===== src/icache_pkg.sv =====
package icache_pkg;

    // cache geometry
    localparam int NUM_WAYS   = 4;
    localparam int NUM_SETS   = 4;
    localparam int LINE_WORDS = 4;
    localparam int WORD_BITS  = 32;

    // address fields
    localparam int WAY_BITS    = $clog2(NUM_WAYS);
    localparam int INDEX_BITS  = $clog2(NUM_SETS);
    localparam int OFFSET_BITS = $clog2(LINE_WORDS);
    localparam int BYTE_BITS   = 2;
    localparam int TAG_BITS    = WORD_BITS - INDEX_BITS - OFFSET_BITS - BYTE_BITS;

    // data array depth, one entry per word of every line
    localparam int RAM_ADDR_BITS = WAY_BITS + INDEX_BITS + OFFSET_BITS;

    // payloads this narrow live in flops and are read without a register
    localparam int PASS_READ_MAX_BITS = 8;

    typedef logic [TAG_BITS-1:0]    tag_t;
    typedef logic [INDEX_BITS-1:0]  index_t;
    typedef logic [OFFSET_BITS-1:0] offset_t;
    typedef logic [BYTE_BITS-1:0]   byte_t;
    typedef logic [WAY_BITS-1:0]    way_t;
    typedef logic [WORD_BITS-1:0]   data_t;

    // tree PLRU, bit 2 root, bit 1 leaf of ways 0/1, bit 0 leaf of ways 2/3
    typedef logic [NUM_WAYS-2:0] select_t;

    typedef struct packed {
        tag_t    tag;
        index_t  index;
        offset_t offset;
        byte_t   zeros;
    } addr_t;

    typedef struct packed {
        way_t    way;
        index_t  index;
        offset_t offset;
    } ram_addr_t;

endpackage


===== src/icache_ctrl.sv =====
`timescale 1ns/1ps

module icache_ctrl (
    input  logic                  clk,
    input  logic                  resetn,
    input  logic                  fetch_req,
    input  icache_pkg::addr_t     fetch_addr,
    output logic                  fetch_addr_ok,
    output logic                  fetch_data_ok,
    input  logic                  hit,
    input  icache_pkg::way_t      hit_way,
    input  icache_pkg::way_t      victim_way,
    input  icache_pkg::select_t   new_plru_bits,
    input  icache_pkg::select_t   plru_rdata,
    output logic                  plru_we,
    output icache_pkg::index_t    lookup_index,
    output icache_pkg::tag_t      lookup_tag,
    output icache_pkg::ram_addr_t ram_raddr,
    output logic                  refill_start,
    output icache_pkg::way_t      refill_way,
    input  logic                  fill_done,
    output logic                  fill_en,
    output icache_pkg::index_t    fill_index,
    output icache_pkg::tag_t      fill_tag
);

    logic             busy;
    logic             accept;
    icache_pkg::way_t fill_way;

    assign lookup_index = fetch_addr.index;
    assign lookup_tag   = fetch_addr.tag;

    // the held request misses until its tag is written
    assign accept = fetch_req && hit;

    assign fetch_addr_ok = accept;

    // data array read for the hit, data shows up next cycle
    assign ram_raddr = '{way: hit_way, index: fetch_addr.index, offset: fetch_addr.offset};

    // skip the PLRU write when nothing changes
    assign plru_we = accept && (new_plru_bits != plru_rdata);

    // only one refill in flight
    assign refill_start = fetch_req && !hit && !busy;

    // victim at start, latched way for the tag write
    assign refill_way = busy ? fill_way : victim_way;

    assign fill_en = fill_done;

    always_ff @(posedge clk) begin
        if (resetn) begin
            busy          <= 1'b0;
            fetch_data_ok <= 1'b0;
        end else begin
            fetch_data_ok <= accept;
            if (refill_start) begin
                busy <= 1'b1;
            end else if (fill_done) begin
                busy <= 1'b0;
            end
        end
    end

    always_ff @(posedge clk) begin
        if (refill_start) begin
            fill_way   <= victim_way;
            fill_index <= fetch_addr.index;
            fill_tag   <= fetch_addr.tag;
        end
    end

endmodule


===== src/icache_top.sv =====
`timescale 1ns/1ps

module icache_top (
    input  logic              clk,
    input  logic              resetn,
    input  logic              fetch_req,
    input  icache_pkg::addr_t fetch_addr,
    output logic              fetch_addr_ok,
    output logic              fetch_data_ok,
    output icache_pkg::data_t fetch_data,
    output logic              cbus_valid,
    output icache_pkg::addr_t cbus_addr,
    input  logic              cbus_okay,
    input  logic              cbus_last,
    input  icache_pkg::data_t cbus_rdata
);

    logic [icache_pkg::NUM_WAYS-1:0] hit_bits;
    logic                            hit;
    icache_pkg::way_t                hit_way;
    icache_pkg::way_t                victim_way;
    icache_pkg::select_t             new_plru_bits;
    icache_pkg::select_t             plru_rdata;
    logic                            plru_we;
    icache_pkg::index_t              lookup_index;
    icache_pkg::tag_t                lookup_tag;
    icache_pkg::ram_addr_t           ram_raddr;
    logic                            refill_start;
    icache_pkg::way_t                refill_way;
    logic                            fill_done;
    logic                            fill_en;
    icache_pkg::index_t              fill_index;
    icache_pkg::tag_t                fill_tag;
    logic                            ram_we;
    icache_pkg::ram_addr_t           ram_waddr;
    icache_pkg::data_t               ram_wdata;

    icache_ctrl i_icache_ctrl (
        .clk           (clk),
        .resetn        (resetn),
        .fetch_req     (fetch_req),
        .fetch_addr    (fetch_addr),
        .fetch_addr_ok (fetch_addr_ok),
        .fetch_data_ok (fetch_data_ok),
        .hit           (hit),
        .hit_way       (hit_way),
        .victim_way    (victim_way),
        .new_plru_bits (new_plru_bits),
        .plru_rdata    (plru_rdata),
        .plru_we       (plru_we),
        .lookup_index  (lookup_index),
        .lookup_tag    (lookup_tag),
        .ram_raddr     (ram_raddr),
        .refill_start  (refill_start),
        .refill_way    (refill_way),
        .fill_done     (fill_done),
        .fill_en       (fill_en),
        .fill_index    (fill_index),
        .fill_tag      (fill_tag)
    );

    // one tag store per way, written only when it is the fill way
    for (genvar w = 0; w < icache_pkg::NUM_WAYS; w++) begin : g_way
        tag_way i_tag_way (
            .clk          (clk),
            .resetn       (resetn),
            .lookup_index (lookup_index),
            .lookup_tag   (lookup_tag),
            .fill_en      (fill_en && (refill_way == icache_pkg::way_t'(w))),
            .fill_index   (fill_index),
            .fill_tag     (fill_tag),
            .hit_bit      (hit_bits[w])
        );
    end

    way_arbiter i_way_arbiter (
        .hit_bits      (hit_bits),
        .plru_bits     (plru_rdata),
        .hit           (hit),
        .hit_way       (hit_way),
        .victim_way    (victim_way),
        .new_plru_bits (new_plru_bits)
    );

    refill_ctrl i_refill_ctrl (
        .clk        (clk),
        .resetn     (resetn),
        .start      (refill_start),
        .line_addr  (fetch_addr),
        .victim_way (refill_way),
        .cbus_valid (cbus_valid),
        .cbus_addr  (cbus_addr),
        .cbus_okay  (cbus_okay),
        .cbus_last  (cbus_last),
        .cbus_rdata (cbus_rdata),
        .ram_we     (ram_we),
        .ram_waddr  (ram_waddr),
        .ram_wdata  (ram_wdata),
        .fill_done  (fill_done)
    );

    line_ram #(
        .payload_t  (icache_pkg::data_t),
        .DEPTH_BITS (icache_pkg::RAM_ADDR_BITS)
    ) i_data_ram (
        .clk   (clk),
        .we    (ram_we),
        .waddr (ram_waddr),
        .wdata (ram_wdata),
        .raddr (ram_raddr),
        .rdata (fetch_data)
    );

    // PLRU state per set, read in the lookup cycle
    line_ram #(
        .payload_t  (icache_pkg::select_t),
        .DEPTH_BITS (icache_pkg::INDEX_BITS)
    ) i_plru_ram (
        .clk   (clk),
        .we    (plru_we),
        .waddr (lookup_index),
        .wdata (new_plru_bits),
        .raddr (lookup_index),
        .rdata (plru_rdata)
    );

endmodule


===== src/line_ram.sv =====
`timescale 1ns/1ps

module line_ram #(
    parameter type payload_t  = logic [31:0],
    parameter int  DEPTH_BITS = 6
) (
    input  logic                  clk,
    input  logic                  we,
    input  logic [DEPTH_BITS-1:0] waddr,
    input  payload_t              wdata,
    input  logic [DEPTH_BITS-1:0] raddr,
    output payload_t              rdata
);

    payload_t mem [2**DEPTH_BITS];

    // power-up contents are zero
    initial begin
        for (int i = 0; i < 2**DEPTH_BITS; i++) begin
            mem[i] = '0;
        end
    end

    always @(posedge clk) begin
        if (we) begin
            mem[waddr] <= wdata;
        end
    end

    if ($bits(payload_t) <= icache_pkg::PASS_READ_MAX_BITS) begin : g_pass_read
        assign rdata = mem[raddr];
    end else begin : g_reg_read
        always_ff @(posedge clk) begin
            rdata <= mem[raddr];
        end
    end

endmodule


===== src/refill_ctrl.sv =====
`timescale 1ns/1ps

module refill_ctrl (
    input  logic                  clk,
    input  logic                  resetn,
    input  logic                  start,
    input  icache_pkg::addr_t     line_addr,
    input  icache_pkg::way_t      victim_way,
    output logic                  cbus_valid,
    output icache_pkg::addr_t     cbus_addr,
    input  logic                  cbus_okay,
    input  logic                  cbus_last,
    input  icache_pkg::data_t     cbus_rdata,
    output logic                  ram_we,
    output icache_pkg::ram_addr_t ram_waddr,
    output icache_pkg::data_t     ram_wdata,
    output logic                  fill_done
);

    logic                busy;
    logic                last_beat;
    icache_pkg::offset_t beat;
    icache_pkg::way_t    fill_way;
    icache_pkg::index_t  fill_index;
    icache_pkg::addr_t   base_addr;

    assign last_beat = busy && cbus_okay && cbus_last;

    always_ff @(posedge clk) begin
        if (resetn) begin
            busy      <= 1'b0;
            beat      <= '0;
            fill_done <= 1'b0;
        end else begin
            fill_done <= last_beat;
            if (start && !busy) begin
                busy <= 1'b1;
                beat <= '0;
            end else if (busy && cbus_okay) begin
                beat <= beat + 1'b1;
                if (cbus_last) begin
                    busy <= 1'b0;
                end
            end
        end
    end

    // line-aligned burst address and target slot
    always_ff @(posedge clk) begin
        if (start && !busy) begin
            fill_way         <= victim_way;
            fill_index       <= line_addr.index;
            base_addr.tag    <= line_addr.tag;
            base_addr.index  <= line_addr.index;
            base_addr.offset <= '0;
            base_addr.zeros  <= '0;
        end
    end

    assign cbus_valid = busy;
    assign cbus_addr  = base_addr;

    // each accepted beat lands at its word in the victim line
    assign ram_we    = busy && cbus_okay;
    assign ram_waddr = '{way: fill_way, index: fill_index, offset: beat};
    assign ram_wdata = cbus_rdata;

endmodule


===== src/tag_way.sv =====
`timescale 1ns/1ps

module tag_way (
    input  logic               clk,
    input  logic               resetn,
    input  icache_pkg::index_t lookup_index,
    input  icache_pkg::tag_t   lookup_tag,
    input  logic               fill_en,
    input  icache_pkg::index_t fill_index,
    input  icache_pkg::tag_t   fill_tag,
    output logic               hit_bit
);

    logic [icache_pkg::NUM_SETS-1:0] valid;
    icache_pkg::tag_t                tags [icache_pkg::NUM_SETS];

    always_ff @(posedge clk) begin
        if (resetn) begin
            valid <= '0;
        end else if (fill_en) begin
            valid[fill_index] <= 1'b1;
        end
    end

    always_ff @(posedge clk) begin
        if (fill_en) begin
            tags[fill_index] <= fill_tag;
        end
    end

    // compare against the stored tag of the looked-up set
    assign hit_bit = valid[lookup_index] && (tags[lookup_index] == lookup_tag);

endmodule


===== src/way_arbiter.sv =====
`timescale 1ns/1ps

module way_arbiter (
    input  logic [icache_pkg::NUM_WAYS-1:0] hit_bits,
    input  icache_pkg::select_t             plru_bits,
    output logic                            hit,
    output icache_pkg::way_t                hit_way,
    output icache_pkg::way_t                victim_way,
    output icache_pkg::select_t             new_plru_bits
);

    assign hit = |hit_bits;

    // at most one way matches, so a plain priority scan is enough
    always_comb begin
        hit_way = '0;
        for (int i = 0; i < icache_pkg::NUM_WAYS; i++) begin
            if (hit_bits[i]) begin
                hit_way = icache_pkg::way_t'(i);
            end
        end
    end

    // walk the tree, zero goes left
    always_comb begin
        if (plru_bits[2]) begin
            victim_way = {1'b1, plru_bits[0]};
        end else begin
            victim_way = {1'b0, plru_bits[1]};
        end
    end

    // point the root and the hit way's leaf away from it
    always_comb begin
        new_plru_bits    = plru_bits;
        new_plru_bits[2] = ~hit_way[1];
        if (hit_way[1]) begin
            new_plru_bits[0] = ~hit_way[0];
        end else begin
            new_plru_bits[1] = ~hit_way[0];
        end
    end

endmodule


===== config.mk =====
export PLATFORM = sky130hd
export DESIGN_NAME = icache_top
export DESIGN_NICKNAME = d
export VERILOG_FILES = /design/src/icache_pkg.sv /design/src/icache_ctrl.sv /design/src/icache_top.sv /design/src/line_ram.sv /design/src/refill_ctrl.sv /design/src/tag_way.sv /design/src/way_arbiter.sv
export SDC_FILE = /design/constraint.sdc
export NUM_CORES = 2
export LEC_CHECK = 0
export ABC_AREA = 0
export BUFFER_PORTS_ARGS = -buffer_cell sky130_fd_sc_hd__buf_4
export CORE_MARGIN = 1.5
export CORE_UTILIZATION = 55
export DETAILED_ROUTE_END_ITERATION = 7
export PLACE_DENSITY = 0.71
export SYNTH_ARGS = -nofsm -noshare
export SYNTH_HDL_FRONTEND = slang
export SYNTH_SLANG_ARGS = --single-unit

===== constraint.sdc =====
create_clock -name clk -period 9.1 [get_ports clk]
set_clock_uncertainty 0.15 [all_clocks]
set_input_delay 0.91 -clock clk [delete_from_list [all_inputs] [get_ports clk]]
set_output_delay 0.91 -clock clk [all_outputs]
set_load 0.005 [all_outputs]

==> results.txt <==
The flow ran to the end, and the final reports show no timing, DRC or antenna violations. The total number of clock tree sinks came out at 2,590. After floorplanning, the core was sized to cover 179,000 um2. In this run the most used layer during global routing was met2.

The top-area cell type share of the netlist area came out at 0.770. After detailed routing, the number of vias per cell comes to 6.51. The maximum frequency from static timing analysis is 159 MHz. The placer's final routability congestion estimate came out at 0.795.

The power spent charging and discharging nets is 5.07 mW. Internal power comes to 19.2 mW. The number of global-route vias before repair came out at 46,000.

Along the worst path, the maximum fanout reaches 116. The fraction of synthesized cell area in xor and xnor cells came out at 0.00917. The synthesis-stage register bit count came out at 2,590. The async set-or-reset flop fraction in the synthesized netlist came out at 0. The most common cell in the synthesized netlist is sky130_fd_sc_hd__edfxtp_1. The global router's overall resource usage is 0.254. For this configuration, the core starts out at a cell density of 0.554. Across all hold checks on the routed design, the worst slack comes to 158 ps. The worst-skew pair later-pin latency is 890 ps. Timing analysis after detailed placement gives a worst setup slack of 2780 ps. The number of buffers added for setup after CTS came out at 0. The synthesized-area fraction occupied by and/or/nand/nor cells came out at 0.0130. The count of final hold-check violations came out at 0. The number of buffers inserted during clock tree synthesis is 238. The worst slew margin relative to its limit came out at 0.182. Setup violations remaining at the end of the flow were counted as 0. The hold buffer count at cts is 0. The global route total overflow came out at 0. The met3 demand-to-capacity share in global routing is 0.0420. The area growth from synthesis to layout is 12.5%.

In this run the vertical extent of the chip is 427 um. The die is 427 um wide. The cell at the root of the clock tree is sky130_fd_sc_hd__clkbuf_16. The clock network fraction of total power is 0.414. For this design the top-level I/O count stands at 136. The H-tree level count came out at 4. Sorting the synthesized cells by area gives the leading types as sky130_fd_sc_hd__edfxtp_1 (77%), sky130_fd_sc_hd__mux4_2 (16%), sky130_fd_sc_hd__mux2i_1 (1.2%). By count the netlist is led by sky130_fd_sc_hd__edfxtp_1 (2,536), sky130_fd_sc_hd__mux4_2 (710), sky130_fd_sc_hd__clkbuf_1 (142).

The first-pass iteration count of the detailed router is 7. The share of total power dissipated in sequential elements is 0.543. The Yosys warning count is 0. In the routed design, unresolved DRC markers number 0. On the critical path, the stage with the largest delay is an instance of sky130_fd_sc_hd__o31ai_1. The number of buffers on the longest clock path is 3. The post-synthesis cell type with the largest combined area is sky130_fd_sc_hd__edfxtp_1. The switching share of power is 0.209. The worst setup path is of the in -> out kind. The most used flip-flop cell after synthesis is sky130_fd_sc_hd__edfxtp_1. The initial DRC count is 5,892. The cell area that synthesis handed to floorplanning was 98,900 um2.

The final total power is 24.3 mW. The critical path endpoint category is an output port. The critical path goes through buf_8 -> buf_12 -> mux2i_1 -> mux2_2 -> a21oi_1 -> a2111oi_0 -> and4_1 -> and3_4 -> o31ai_1 -> inv_1 -> buf_4.

The netlist uses 64 different library cells. The part of the Yosys area used for sequential elements came out at 0.781. The largest net degree at the start of global routing is 134. The final layout contains 4,499 nets. After legalization and detailed placement, the total HPWL measured 120 mm.

STA classifies the critical path startpoint as a primary input. The data arrival time of the critical path came out at 5220 ps. The kind of cell with the highest combined delay along the critical path is buffers and inverters. The wire length of the first global-routing pass came out at 328 mm. In the global route stage, met2 resource usage came out at 0.402. Once routing completed, OpenROAD measured the worst setup slack at 2820 ps. Port buffering added 129 buffers. Clock-pin slew was measured on the worst setup and hold paths at 60 ps. Dividing the final minimum period by the clock period gives 0.690. Yosys mapped a number of flops with a built-in enable equal to 2,536.

The share of the core filled with cells in the final layout is 0.623. The type of the tightest min-delay check is in -> reg. TritonCTS built the clock tree. In the final routed layout, each cell accounts on average for 32.6 um. The ratio of cells with drive above 1 in the final layout came out at 0.300.

The final critical-path required period is 6280 ps. The adder-cell share of the synthesized area is 0. The residual antenna-violating net count after detailed routing came out at 0. Measured against the total synthesized area, the mux share comes to 0.178. The final count of pins violating max slew is 0.

The delay of the slowest critical-path stage is 940 ps. The number of vias in the routed layout is 45,600. The highest ir drop seen on vdd is 251 uV. The total of cells resized after clock tree synthesis came out at 0. Summed over all failing endpoints, the final setup total negative slack is 0 ps.

The area fraction in compound gates after synthesis came to 0.00717. Power spread over the standard cell area amounts to 219 nW/um2. After synthesis, the largest family of logic cells by area is multiplexers. The number of filler instances in the final layout is 11,600. The part of the power in combinational logic is 0.043. Wires add up to 228 mm. The number of max-capacitance violations reported is 0. Setup repair after global routing left no endpoint under its margin. The met1 routing resource usage after global routing is 0.374. The per-instance average area after synthesis is 23.6 um2. The transition time at the pin with the least slew margin is 1220 ps. The area of the die came out at 182,000 um2. The total buffers and inverters traversed by the critical path came out at 4. The worst path required time is 8040 ps. The number of antenna violations at the first check in global routing came to 5. The number of rows created at floorplan is 155. The static leakage came out at 34.8 nW.

The number of instances in the synthesized netlist is 4,187.
routing by layer:
layer | up-vias | part of all wire
li1 | 18300 | -
met1 | 24700 | 0.40
met2 | 2291 | 0.49
met3 | 332 | 0.087
met4 | 4 | 0.023
met5 | - | 0.00010
path summary, 6_finish.rpt:
check,from,endpoint,slack (ps),cells after the start
setup reg to reg,g_way[1].i_tag_way.tags[3][12],i_plru_ram.mem[1][1],4550,9
hold / removal,fetch_addr[22],i_refill_ctrl.cbus_addr[22],160,1
setup / recovery,fetch_addr[5],fetch_addr_ok,2820,11
hold reg to reg,g_way[1].i_tag_way.valid[0],g_way[1].i_tag_way.valid[0],320,2
through the flow:
stage	cells	area (um2)
floorplan	4190	98900
global placement	6545	103000
detailed placement	6545	103000
CTS	7000	111000
global route	7000	111000
finish	7001	111000
worst register-to-register path, stage by stage, from the launching register on:
cell,delay (ps)
sky130_fd_sc_hd__edfxtp_1,350
sky130_fd_sc_hd__mux4_2,480
sky130_fd_sc_hd__xnor2_1,470
sky130_fd_sc_hd__nand4_1,190
sky130_fd_sc_hd__or4b_4,550
sky130_fd_sc_hd__nor4_4,270
sky130_fd_sc_hd__buf_4,710
sky130_fd_sc_hd__xnor2_1,270
sky130_fd_sc_hd__nor3_4,100
sky130_fd_sc_hd__nor4_1,600
placed cells by master, fill, tap and decap left out, types with 6 or more instances in the layout:
master | synthesis | final
sky130_fd_sc_hd__mux2i_1 | 120 | 120
sky130_fd_sc_hd__mux4_2 | 710 | 710
sky130_fd_sc_hd__o21ai_1 | 33 | 33
sky130_fd_sc_hd__clkinv_1 | 0 | 57
sky130_fd_sc_hd__xor2_1 | 35 | 35
sky130_fd_sc_hd__buf_12 | 0 | 6
sky130_fd_sc_hd__nand2_1 | 62 | 62
sky130_fd_sc_hd__a21oi_1 | 14 | 14
sky130_fd_sc_hd__clkbuf_8 | 0 | 9
sky130_fd_sc_hd__inv_1 | 11 | 11
sky130_fd_sc_hd__xnor2_1 | 63 | 63
sky130_fd_sc_hd__clkbuf_1 | 142 | 48
sky130_fd_sc_hd__nor4_1 | 7 | 7
sky130_fd_sc_hd__clkinvlp_4 | 0 | 8
sky130_fd_sc_hd__clkinv_2 | 0 | 51
sky130_fd_sc_hd__dfxtp_1 | 54 | 54
sky130_fd_sc_hd__clkinv_16 | 0 | 10
sky130_fd_sc_hd__clkbuf_16 | 0 | 238
sky130_fd_sc_hd__edfxtp_1 | 2536 | 2536
sky130_fd_sc_hd__mux2_1 | 31 | 31
sky130_fd_sc_hd__bufinv_16 | 0 | 26
sky130_fd_sc_hd__nor2_4 | 0 | 75
sky130_fd_sc_hd__nand3_1 | 14 | 14
sky130_fd_sc_hd__nand2b_1 | 8 | 8
sky130_fd_sc_hd__nor2_1 | 128 | 52
sky130_fd_sc_hd__o21ai_0 | 12 | 12
sky130_fd_sc_hd__buf_4 | 20 | 218
sky130_fd_sc_hd__mux2_2 | 10 | 10
sky130_fd_sc_hd__nand4_1 | 16 | 16
logic make-up (layout without fill, tap and decap cells):
group	count (synthesis)	count (layout)
DFF	2590	2590
muxes	871	871
and+or+nand+nor	275	275
buffers and inverters	241	696
AOI/OAI and AO/OA	108	108
xor gates and xnor gates	101	101
other	1	5
power by group through the flow:
stage / combinational [mW] / sequential (mW) / clock (mW)
final: 1.04 / 13.2 / 10.1
after global routing: 1.10 / 13.2 / 10.6
after CTS: 1.05 / 13.2 / 10.2
after detailed placement: 1.05 / 13.5 / 0
after global placement: 1.03 / 13.5 / 0
after floorplan: 0.622 / 13.4 / 0
cell type report:
type	count	area, um2	area share
clock buffers	295	6260	0.0563
multi-input cells	1359	21200	0.190
diodes	1	2.50	0.0000225
repair buffers	228	1820	0.0163
flip-flops and latches	2590	77200	0.694
inverters	13	48.8	0.000439
clock inverters	160	1730	0.0156
well taps	2355	2950	0.0265
registers in the layout, indices dropped and copies added (netlist names), 12 cells and up:
signal                   count
i_data_ram.mem            2048
g_way.i_tag_way.tags       416
i_data_ram.rdata            32
i_refill_ctrl.cbus_addr     28
i_icache_ctrl.fill_tag      26
g_way.i_tag_way.valid       16
i_plru_ram.mem              12
(Power assumes the default switching activity.)
